==> config.mk <==
export PLATFORM = sky130hd
export DESIGN_NAME = lvds_retime_top
export DESIGN_NICKNAME = d
export VERILOG_FILES = /design/src/hdl/lvds_retime_pkg.sv /design/src/hdl/lane_sampler.sv /design/src/hdl/sample_history.sv /design/src/hdl/frame_packer.sv /design/src/hdl/lvds_retime_top.sv
export SDC_FILE = /design/constraint.sdc
export NUM_CORES = 1
export LEC_CHECK = 0
export ABC_CLOCK_PERIOD_IN_PS = 3910
export BUFFER_PORTS_ARGS = -buffer_cell sky130_fd_sc_hd__clkbuf_2
export CAP_MARGIN = 20
export CORE_MARGIN = 4
export CORE_UTILIZATION = 29
export DETAILED_ROUTE_END_ITERATION = 10
export GPL_TIMING_DRIVEN = 0
export SYNTH_ARGS = -nofsm -noshare
export SYNTH_HDL_FRONTEND = slang
export SYNTH_SLANG_ARGS = --single-unit
export TNS_END_PERCENT = 5
==> constraint.sdc <==
create_clock -name clk -period 3.91 [get_ports clk]
set_clock_uncertainty 0.2 [all_clocks]
set_input_delay 0.1955 -clock clk [delete_from_list [all_inputs] [get_ports clk]]
set_output_delay 0.1955 -clock clk [all_outputs]
set_load 0.01 [all_outputs]
==> src/hdl/lvds_retime_pkg.sv <==
////////////////////////////////////////////////////////////////////////////
// lvds retimer shared definitions
// lane, word and frame geometry constants
// sample, word and frame types
////////////////////////////////////////////////////////////////////////////
`default_nettype none

package lvds_retime_pkg;

   ////////////////////////////////////////////////////////////////////////////
   // lane and word geometry
   ////////////////////////////////////////////////////////////////////////////
   localparam int LANE_COUNT = 20;
   localparam int LANES_PER_WORD = 5;
   // lane bits plus the zero pad in bit 0
   localparam int WORD_W = LANES_PER_WORD + 1;
   localparam int WORDS_PER_SAMPLE = LANE_COUNT / LANES_PER_WORD;

   ////////////////////////////////////////////////////////////////////////////
   // frame geometry
   ////////////////////////////////////////////////////////////////////////////
   // two samples side by side in one row
   localparam int SAMPLES_PER_ROW = 2;
   localparam int WORDS_PER_ROW = WORDS_PER_SAMPLE * SAMPLES_PER_ROW;
   localparam int HISTORY_DEPTH = 8;
   localparam int ROW_COUNT = HISTORY_DEPTH / SAMPLES_PER_ROW;
   // clocks between two frame loads
   localparam int FRAME_CYCLES = 4;

   ////////////////////////////////////////////////////////////////////////////
   // types
   ////////////////////////////////////////////////////////////////////////////
   // one sample, lane 0 in bit 0
   typedef logic [LANE_COUNT-1:0] lane_vec_t;

   // padded output word
   typedef logic [WORD_W-1:0] word_t;

   // rows of padded words, row 3 holds the newest samples
   typedef word_t [ROW_COUNT-1:0][WORDS_PER_ROW-1:0] frame_words_t;

endpackage

`default_nettype wire

==> src/hdl/lane_sampler.sv <==
////////////////////////////////////////////////////////////////////////////
// lane input register
// frame phase counter and frame load flag
////////////////////////////////////////////////////////////////////////////
`timescale 1ns/1ps
`default_nettype none

module lane_sampler (
   input  wire                         clk,
   input  wire                         arstb,
   input  wire                         rst_retime,
   input  wire lvds_retime_pkg::lane_vec_t lanes,
   output lvds_retime_pkg::lane_vec_t  sample_new,
   output logic                        frame_load
);

   localparam int FRAME_CYCLES = lvds_retime_pkg::FRAME_CYCLES;
   localparam int PHASE_W = (FRAME_CYCLES > 1) ? $clog2(FRAME_CYCLES) : 1;

   // position inside the current frame
   logic [PHASE_W-1:0] phase;

   ////////////////////////////////////////////////////////////////////////////
   // sample register
   ////////////////////////////////////////////////////////////////////////////
   // all lanes captured together as sample 0
   always_ff @(posedge clk or negedge arstb) begin
      if (!arstb) begin
         sample_new <= '0;
      end else if (!rst_retime) begin
         sample_new <= '0;
      end else begin
         sample_new <= lanes;
      end
   end

   ////////////////////////////////////////////////////////////////////////////
   // frame phase
   ////////////////////////////////////////////////////////////////////////////
   // held at zero while the retimer is cleared
   always_ff @(posedge clk or negedge arstb) begin
      if (!arstb) begin
         phase <= '0;
      end else if (!rst_retime) begin
         phase <= '0;
      end else if (frame_load) begin
         phase <= '0;
      end else begin
         phase <= phase + 1'b1;
      end
   end

   // last cycle of the phase, packer loads on the next edge
   assign frame_load = (phase == PHASE_W'(FRAME_CYCLES - 1));

endmodule

`default_nettype wire

==> src/hdl/sample_history.sv <==
////////////////////////////////////////////////////////////////////////////
// shift history of the older samples
// one register stage per clock of age
////////////////////////////////////////////////////////////////////////////
`timescale 1ns/1ps
`default_nettype none

module sample_history #(
   parameter int HISTORY_DEPTH = lvds_retime_pkg::HISTORY_DEPTH
) (
   input  wire                         clk,
   input  wire                         arstb,
   input  wire                         rst_retime,
   input  wire lvds_retime_pkg::lane_vec_t sample_new,
   // element k is the sample k clocks older than sample_new
   output lvds_retime_pkg::lane_vec_t [1:HISTORY_DEPTH-1] sample_old
);

   ////////////////////////////////////////////////////////////////////////////
   // shift chain
   ////////////////////////////////////////////////////////////////////////////
   // every stage moves one step older each clock
   always_ff @(posedge clk or negedge arstb) begin
      if (!arstb) begin
         sample_old <= '0;
      end else if (!rst_retime) begin
         // empty history, next frames start from zeros
         sample_old <= '0;
      end else begin
         sample_old[1] <= sample_new;
         for (int i = 2; i < HISTORY_DEPTH; i++) begin
            sample_old[i] <= sample_old[i-1];
         end
      end
   end

endmodule

`default_nettype wire

==> src/hdl/frame_packer.sv <==
////////////////////////////////////////////////////////////////////////////
// repacks the sample history into padded output words
// output word register and frame strobe
////////////////////////////////////////////////////////////////////////////
`timescale 1ns/1ps
`default_nettype none

module frame_packer #(
   parameter int HISTORY_DEPTH = lvds_retime_pkg::HISTORY_DEPTH
) (
   input  wire                         clk,
   input  wire                         arstb,
   input  wire lvds_retime_pkg::lane_vec_t sample_new,
   input  wire lvds_retime_pkg::lane_vec_t [1:HISTORY_DEPTH-1] sample_old,
   input  wire                         frame_load,
   output lvds_retime_pkg::frame_words_t frame_words,
   output logic                        frame_strobe
);

   localparam int LPW = lvds_retime_pkg::LANES_PER_WORD;
   localparam int WPS = lvds_retime_pkg::WORDS_PER_SAMPLE;
   localparam int SPR = lvds_retime_pkg::SAMPLES_PER_ROW;
   localparam int ROWS = HISTORY_DEPTH / SPR;

   // whole history, element 0 is the newest sample
   lvds_retime_pkg::lane_vec_t [0:HISTORY_DEPTH-1] hist;
   lvds_retime_pkg::frame_words_t frame_next;

   assign hist = {sample_new, sample_old};

   ////////////////////////////////////////////////////////////////////////////
   // packing
   ////////////////////////////////////////////////////////////////////////////
   // row r holds the pair of samples SPR*(ROWS-1-r) and the one after it
   // older sample of the pair in the low words
   always_comb begin
      frame_next = '0;
      for (int r = 0; r < ROWS; r++) begin
         for (int k = 0; k < WPS; k++) begin
            frame_next[r][k + WPS] =
               {hist[SPR*(ROWS-1-r)][LPW*k +: LPW], 1'b0};
            frame_next[r][k] =
               {hist[SPR*(ROWS-1-r) + 1][LPW*k +: LPW], 1'b0};
         end
      end
   end

   ////////////////////////////////////////////////////////////////////////////
   // output registers
   ////////////////////////////////////////////////////////////////////////////
   // words hold between loads, rst_retime does not reach them
   always_ff @(posedge clk or negedge arstb) begin
      if (!arstb) begin
         frame_words <= '0;
      end else if (frame_load) begin
         frame_words <= frame_next;
      end
   end

   // one cycle pulse marking fresh words
   always_ff @(posedge clk or negedge arstb) begin
      if (!arstb) begin
         frame_strobe <= 1'b0;
      end else begin
         frame_strobe <= frame_load;
      end
   end

endmodule

`default_nettype wire

==> src/hdl/lvds_retime_top.sv <==
////////////////////////////////////////////////////////////////////////////
// lvds capture retimer top level
// sampler, history and packer stages
////////////////////////////////////////////////////////////////////////////
`timescale 1ns/1ps
`default_nettype none

module lvds_retime_top #(
   parameter int LANE_COUNT = lvds_retime_pkg::LANE_COUNT,
   parameter int HISTORY_DEPTH = lvds_retime_pkg::HISTORY_DEPTH
) (
   input  wire                         clk,
   input  wire                         arstb,
   input  wire                         rst_retime,
   input  wire lvds_retime_pkg::lane_vec_t lanes,
   output lvds_retime_pkg::frame_words_t frame_words,
   output logic                        frame_strobe
);

   ////////////////////////////////////////////////////////////////////////////
   // geometry checks
   ////////////////////////////////////////////////////////////////////////////
   // lanes must split into whole words
   if (LANE_COUNT % lvds_retime_pkg::LANES_PER_WORD != 0) begin : g_lane_chk
      $error("LANE_COUNT must be a multiple of LANES_PER_WORD");
   end

   // port types are sized from the package
   if (LANE_COUNT != $bits(lvds_retime_pkg::lane_vec_t)) begin : g_width_chk
      $error("LANE_COUNT does not match the lane vector width");
   end

   // history fills whole rows of two samples
   if (HISTORY_DEPTH < 2 || HISTORY_DEPTH % 2 != 0) begin : g_depth_chk
      $error("HISTORY_DEPTH must be even and at least 2");
   end

   if (HISTORY_DEPTH / lvds_retime_pkg::SAMPLES_PER_ROW
       != lvds_retime_pkg::ROW_COUNT) begin : g_row_chk
      $error("HISTORY_DEPTH does not match the frame row count");
   end

   lvds_retime_pkg::lane_vec_t                     sample_new;
   lvds_retime_pkg::lane_vec_t [1:HISTORY_DEPTH-1] sample_old;
   logic                                           frame_load;

   ////////////////////////////////////////////////////////////////////////////
   // stages
   ////////////////////////////////////////////////////////////////////////////
   lane_sampler u_lane_sampler (
      .clk        (clk),
      .arstb      (arstb),
      .rst_retime (rst_retime),
      .lanes      (lanes),
      .sample_new (sample_new),
      .frame_load (frame_load)
   );

   sample_history #(
      .HISTORY_DEPTH (HISTORY_DEPTH)
   ) u_sample_history (
      .clk        (clk),
      .arstb      (arstb),
      .rst_retime (rst_retime),
      .sample_new (sample_new),
      .sample_old (sample_old)
   );

   frame_packer #(
      .HISTORY_DEPTH (HISTORY_DEPTH)
   ) u_frame_packer (
      .clk          (clk),
      .arstb        (arstb),
      .sample_new   (sample_new),
      .sample_old   (sample_old),
      .frame_load   (frame_load),
      .frame_words  (frame_words),
      .frame_strobe (frame_strobe)
   );

endmodule

`default_nettype wire

After elaboration in Yosys (flattened, before gate mapping)
Cells that the tools add are included.
Operators by class
  add/subtract/negate cells: 1
  equality and inequality tests: 1
  multiplexer cells: 4
Operator list (number)
  $mux 140: 1
  $mux 20: 1
  $mux 2: 2
  $add 2x1->2 const B: 1
  $eq 2x2->1 const B: 1
Word-level totals
  register bits after elaboration: 323
  input bits: 23
  output and inout port bits: 193
  logic and storage cells: 48

Depth between registers and ports, before layout
Gate-level depths: netlist of run 1.
  word-level depth: 3
  depth in mapped cells: 5
  gate-level depth less buffers: 2

Hierarchy
Synthesis of run 1 repeated with hierarchy kept, for this count alone.
Second synthesis, totals
  cell total of the unflattened synthesis: 714
  area, all modules: 11881.4 um^2
Modules (own cells, without submodules)
  frame_packer: times used 1, cells each 372, area each 6615.1 um^2, sequential area each 4028.9 um^2
  sample_history: times used 1, cells each 295, area each 4523.1 um^2, sequential area each 3503.4 um^2
  lane_sampler: times used 1, cells each 47, area each 743.2 um^2, sequential area each 550.5 um^2

Worst setup path before layout of run 1
Ideal clock, no wire load.
  kind: register to register
  start point: register u_lane_sampler.phase[0]
  end point: register u_frame_packer.frame_words[100] (netlist name)
  library setup time: 0.125 ns
  arrival: 1.273 ns
  data required time: 3.585 ns
  path slack: 2.312 ns
  cell stages (with the launch flop): 6
  path buffers: 3
  clock period less this slack: 1.598 ns
  cell sequence: dfrtp_1 > ha_1 > buf_6 > buf_6 > buf_6 > mux2_4
Between the ends
  cells in the longest elaborated chain, start to end: 1
RTL lines
  start: declaration: RTL line lane_sampler.sv:21  | logic [PHASE_W-1:0] phase;
  start signal: assignment: RTL line lane_sampler.sv:49  | phase <= phase + 1'b1;
  $eq 2x2->1: RTL line lane_sampler.sv:54  | assign frame_load = (phase == PHASE_W'(FRAME_CYCLES - 1));
Every way passes these cells.
A chain may end at the register's enable or synchronous reset.

==> results.toml, run 1 <==
[floorplanning]
ios = 216
die_w_um = 210
die_y_um = 210
rows = 73
dieArea_um2 = 43900
core_um2 = 39900
start_util_pct = 29.5

[global_routing]
antenna_found_initial = 1
grt_pass1_vias = 6599
globalRouteOverflowTotal = 0
grt_usage_pct = 11.8
grt_max_degree = 111
grt_first_pass_wirelength_mm = 40.4

[sta]
fmax_ghz = 0.508
fin_crit_ns = 1.97
hold_viol_final = 6
worstMarginPinSlew_ns = 0.904
fin_hold_ws_ns = -0.0141
setup_viol = 0
rsz0062_at_grt = "no"
slew_headroom_pct = 39.7
setup_ws_ns = 1.94
slew_violations = 0
min_period_over_period_pct = 50.4

[cells_and_area]
stdcell_count = 1554
drive_gt1_share_pct = 45.4
nFillCells = 3748
final_net_count = 1026
final_area_um2 = 15100
diodes = 0
layout_commonest_cell = "dfrtp_1"
area_growth_pct = 28.5
layout_common_cells = "dfrtp_1, clkbuf_2, and2_1"

[yosys]
synthesis.instances = 715
synth-seq-cells = 323
ys_seq_area_share_pct = 68.6
yosysWarnings = 0
syn_area_um2 = 11800
synth_cell_types = 12
avgSynthCellArea_um2 = 16.5

[route]
routed_wl_mm = 25.5
vias = 6024
drt-initial-drc-count = 197
viasPerCell = 3.88
detail-route-antenna-nets = 0
drc = 0
wl_per_cell_um = 16.4
drtPass1Iterations = 4

[worst_setup_path]
path_delay_family = "buffers and inverters"
r2r_slack_ns = 2.14
path_depth = 4
r2r_end = "u_frame_packer.frame_words[182]"
critPathRequiredTime_ns = 4.33
cp_num_buf_inv = 4
criticalPathCategory = "input pin to asynchronous set/reset pin"
worstSetupEndpoint = "u_sample_history.sample_old[56]"
rr_startpoint = "u_lane_sampler.phase[0]"
crit_arrival_ns = 2.39
crit_chain = "dlygate4sd3_1 -> clkbuf_8 -> buf_16 -> buf_16"
end_kind = "asynchronous set/reset pin"
slowest_stage = "clkbuf_8"
reg2reg_depth = 4
critPathLaunchType = "input pin"
crit_path_start = "arstb"
crit_path_max_incr_delay_ns = 0.62
path_common_cell = "buf_16"
cp_max_fo = 110

[clock_tree]
cts_resized = 0
clk_pin_slew_ns = 0.06
root_buffer = "clkbuf_16"
clockBufferDepth = 3
cts_setup_buffers = 0
htreeDepth = 2
clk_latency_ns = 0.53
cts_hold_buf = 32
cts_tree = "built"
cts_buffers = 37
cts_sinks = 323

[placed_design]
place.gp.congestion = 0.696
hpwl_mm = 18.1
dpl-instance-area_um2 = 13500
dp_slack_ns = 1.75
dp.cells = 1455
io_buffers = 182

[pwr]
ir_drop_v = 0.000327
p_total_mw = 7.81
powerDensity_nw_per_um2 = 516
p_leak_nw = 7.91

[job]
cap_violations = 0

[run_status]
violations = "hold timing"
outcome = "finished, violations left"

[worst_hold_path]
hold_path_class = "input pin to register"
-- synthesized netlist by cell type --
| cell | count | area share [%] |
|---|---|---|
| dfrtp_1 | 323 | 69 |
| and2_1 | 161 | 8.5 |
| mux2_4 | 100 | 13 |
| mux2_2 | 60 | 5.7 |
| buf_4 | 32 | 2.0 |
| buf_6 | 12 | 1.1 |
| clkbuf_1 | 8 | 0.25 |
| clkbuf_2 | 8 | 0.34 |
| buf_2 | 7 | 0.30 |
| ha_1 | 2 | 0.21 |
| conb_1 | 1 | 0.032 |
| nor2b_1 | 1 | 0.053 |
-- state kept, by name, indices dropped and copies added (netlist names) --
register,count
u_frame_packer.frame_strobe,1
u_frame_packer.frame_words,160
u_lane_sampler.phase,2
u_lane_sampler.sample_new,20
u_sample_history.sample_old,140
-- worst min path at each step --
stage | startpoint | end | slack, ns | depth (start not counted)
floorplan | arstb | u_frame_packer.frame_strobe | -0.30 | 0
global placement | lanes[17] | u_lane_sampler.sample_new[17] | 0.21 | 2
detailed placement | arstb | u_frame_packer.frame_words[17] | 0.17 | 1
CTS | rst_retime | u_sample_history.sample_old[39] | 0.006 | 2
global route | rst_retime | u_sample_history.sample_old[39] | 0.008 | 2
finish | rst_retime | u_sample_history.sample_old[39] | -0.01 | 2
-- metrics by stage --
stage,utilization (%),TNS (ns)
after global routing,37.9,0
after CTS,37.9,0
after floorplan,-,0
after global placement,33.7,-1451.50
after detailed placement,33.9,0
final,37.9,0
-- where the power goes --
group,switching (mW),total (mW),internal [mW]
combinational,0.338,0.656,0.318
sequential,0.0929,3.60,3.51
clock,1.38,3.55,2.17
total,1.81,7.81,6.00
-- per-layer routing --
metal	part of all wire, %	vias up	global-route usage (%)
met2	49	146	19.3
met5	0	-	0
met4	2.4	0	4.30
met1	43	2992	15.1
met3	5.8	35	3.32
li1	-	2851	-
-- final cells by class --
type                    count  area [um2]  share of cell area (%)
clock inverters            14         148                   0.975
repair buffers            216        1290                    8.56
plain buffers              67         480                    3.17
clock buffers              53        1140                    7.52
well taps                 525         657                    4.34
flip-flops and latches    323        8080                    53.4
multi-input cells         356        3340                    22.0
-- kinds of logic (layout without fill, tap and decap cells) --
family / after synthesis / in the layout / share of synthesized area (%)
adders and majority gates: 2 / 2 / 0.212
buffers and inverters: 67 / 350 / 4.08
DFF: 323 / 323 / 68.6
muxes: 160 / 160 / 18.5
other: 1 / 32 / 0.0318
and+or+nand+nor: 162 / 162 / 8.60
-- worst reg2reg max path, delay by kind of cell, from the launching register on --
family                   cells  cell delay, ns
flip-flops                   1            0.38
buffers and inverters        2            0.51
adder cells (fa/ha/maj)      1            0.17
multiplexers                 1            0.39
Power figures use the tool's default switching activity.
==> run 2: changes to the inputs <==
--- a/config.mk
+++ b/config.mk
@@ -5,7 +5,7 @@
 export SDC_FILE = /design/constraint.sdc
 export NUM_CORES = 1
 export LEC_CHECK = 0
-export ABC_CLOCK_PERIOD_IN_PS = 3910
+export ABC_CLOCK_PERIOD_IN_PS = 1600
 export BUFFER_PORTS_ARGS = -buffer_cell sky130_fd_sc_hd__clkbuf_2
 export CAP_MARGIN = 20
 export CORE_MARGIN = 4
==> constraint.sdc (replaced) <==
create_clock -name clk -period 1.6 [get_ports clk]
set_clock_uncertainty 0.2 [all_clocks]
set_input_delay 0.08 -clock clk [delete_from_list [all_inputs] [get_ports clk]]
set_output_delay 0.08 -clock clk [all_outputs]
set_load 0.01 [all_outputs]
==> run 2 against run 1 <==
Net effect:
- sequential share of layout area decreased by 1.5 points
- non-clock buffer count increased by 18
- the run ends with hold timing, setup timing left
- combinational power increased to 2.6 times the previous value
- first-iteration DRC count decreased by 0.51%
- critical path type is now register to register
==> results.toml, run 2 (synthesis results as in run 1) <==
[run_status]
outcome = "finished, violations left"
violations = "hold timing, setup timing"

[floorplanning]
die_w_um = 210
die_y_um = 210
dieArea_um2 = 43900
start_util_pct = 29.5
ios = 216
core_um2 = 39900
rows = 73

[sta]
min_period_over_period_pct = 105
fmax_ghz = 0.593
rsz0062_at_grt = "yes"
worstMarginPinSlew_ns = 0.844
slew_violations = 0
fin_hold_ws_ns = -0.634
fin_crit_ns = 1.69
setup_ws_ns = -0.0854
hold_viol_final = 154
tns_ns = -5.14
slew_headroom_pct = 43.7
setup_viol = 101

[clock_tree]
cts_buffers = 37
cts_tree = "built"
clk_pin_slew_ns = 0.06
clockBufferDepth = 3
cts_hold_buf = 40
cts_sinks = 323
htreeDepth = 2
root_buffer = "clkbuf_16"
clk_latency_ns = 0.53

[route]
detail-route-antenna-nets = 0
drt-initial-drc-count = 196
drtPass1Iterations = 4
viasPerCell = 3.86
drc = 0
vias = 6062
routed_wl_mm = 26.3
wl_per_cell_um = 16.7

[worst_setup_path]
criticalPathCategory = "register to register"
slowest_stage = "dfrtp_1"
critPathRequiredTime_ns = 1.82
end_kind = "register"
crit_arrival_ns = 1.90
critPathLaunchType = "register"
path_common_cell = "clkbuf_16"
rr_startpoint = "u_lane_sampler.phase[1]"
cp_max_fo = 5
crit_path_start = "u_lane_sampler.phase[1]"
crit_path_max_incr_delay_ns = 0.41
crit_chain = "ha_4 -> buf_12 -> clkbuf_16 -> clkbuf_16 -> mux2_4"

[global_routing]
grt_pass1_vias = 6637
grt_first_pass_wirelength_mm = 40.7
grt_usage_pct = 11.9
antenna_found_initial = 1
globalRouteOverflowTotal = 0
grt_max_degree = 111

[cells_and_area]
regMostFlops = "u_frame_packer.frame_words"
stdcell_count = 1572
layout_commonest_cell = "dfrtp_1"
reg.largest.list = "u_frame_packer.frame_words (160), u_sample_history.sample_old (140), u_lane_sampler.sample_new (20)"
diodes = 0
drive_gt1_share_pct = 45.7
area_growth_pct = 32.1
largest_reg_flops = 160
layout_common_cells = "dfrtp_1, clkbuf_2, and2_1"
final_core_util_pct = 39.0
final_net_count = 1044

[pwr]
p_leak_nw = 8.07
ir_drop_v = 0.000799
powerDensity_nw_per_um2 = 1230

[worst_hold_path]
hold_path_class = "input pin to asynchronous set/reset pin"

[placed_design]
place.gp.congestion = 0.696
dp.cells = 1455
hpwl_mm = 18.1
dp_slack_ns = -0.442
io_buffers = 182

[job]
cap_violations = 0
## run 2: worst max-delay path, delay by kind of cell, from the launching register on
family     cells  cell delay (ns)
fa+ha+maj      1             0.19
mux            1             0.29
flops          1             0.41
buf+inv        3             0.48
## run 2: final timing paths
| check | to | slack [ns] | cells past startpoint |
|---|---|---|---|
| setup reg to reg | u_frame_packer.frame_words[56] | -0.09 | 5 |
| min in group clk | u_lane_sampler.sample_new[14] | 0.01 | 2 |
| setup / recovery | u_frame_packer.frame_words[56] | -0.09 | 5 |
| hold / removal | u_frame_packer.frame_words[17] | -0.63 | 1 |
| max in group asynchronous | u_frame_packer.frame_words[169] | 0.37 | 3 |
| hold reg to reg | u_frame_packer.frame_words[3] | 0.27 | 1 |
## run 2: where the power goes
| group | total, mW | internal, mW | leakage (nW) | switching [mW] |
|---|---|---|---|---|
| combinational | 1.72 | 0.872 | 3.01 | 0.853 |
| sequential | 8.81 | 8.58 | 4.43 | 0.228 |
| clock | 8.67 | 5.30 | 0.627 | 3.37 |
## run 2: cell type report
| type | count | area (um2) |
|---|---|---|
| fillers | 3706 | 24400 |
| flip-flops and latches | 323 | 8080 |
| plain buffers | 67 | 628 |
| multi-input cells | 356 | 3350 |
| repair buffers | 234 | 1560 |
| well taps | 525 | 657 |
| clock inverters | 14 | 148 |
| clock buffers | 53 | 1140 |
## run 2: timing repair
item,CTS,global route
pin swaps,0,1
resized for setup,21,22
buffers inserted,0,3
setup endpoints to repair,160,231
gates cloned,0,7
endpoints found under the hold margin,258,109
## run 2: per-layer routing
layer / share of wire (%) / routed length, um / GRT usage, % / vias to the layer above
met5: 0 / 0 / 0 / -
met4: 2.3 / 597 / 4.30 / 0
met3: 5.8 / 1530 / 3.32 / 32
met2: 49 / 13000 / 19.6 / 144
met1: 42 / 11200 / 15.1 / 2987
li1: - / - / - / 2899
## run 2: metrics by stage
step | total power, mW | cell area (um2)
2_1_floorplan | 9.75 | 11900
3_3_place_gp | 10.5 | 13500
3_5_place_dp | 10.5 | 13500
4_1_cts | 19.5 | 15300
5_1_grt | 20.1 | 15600
6_report | 19.2 | 15600
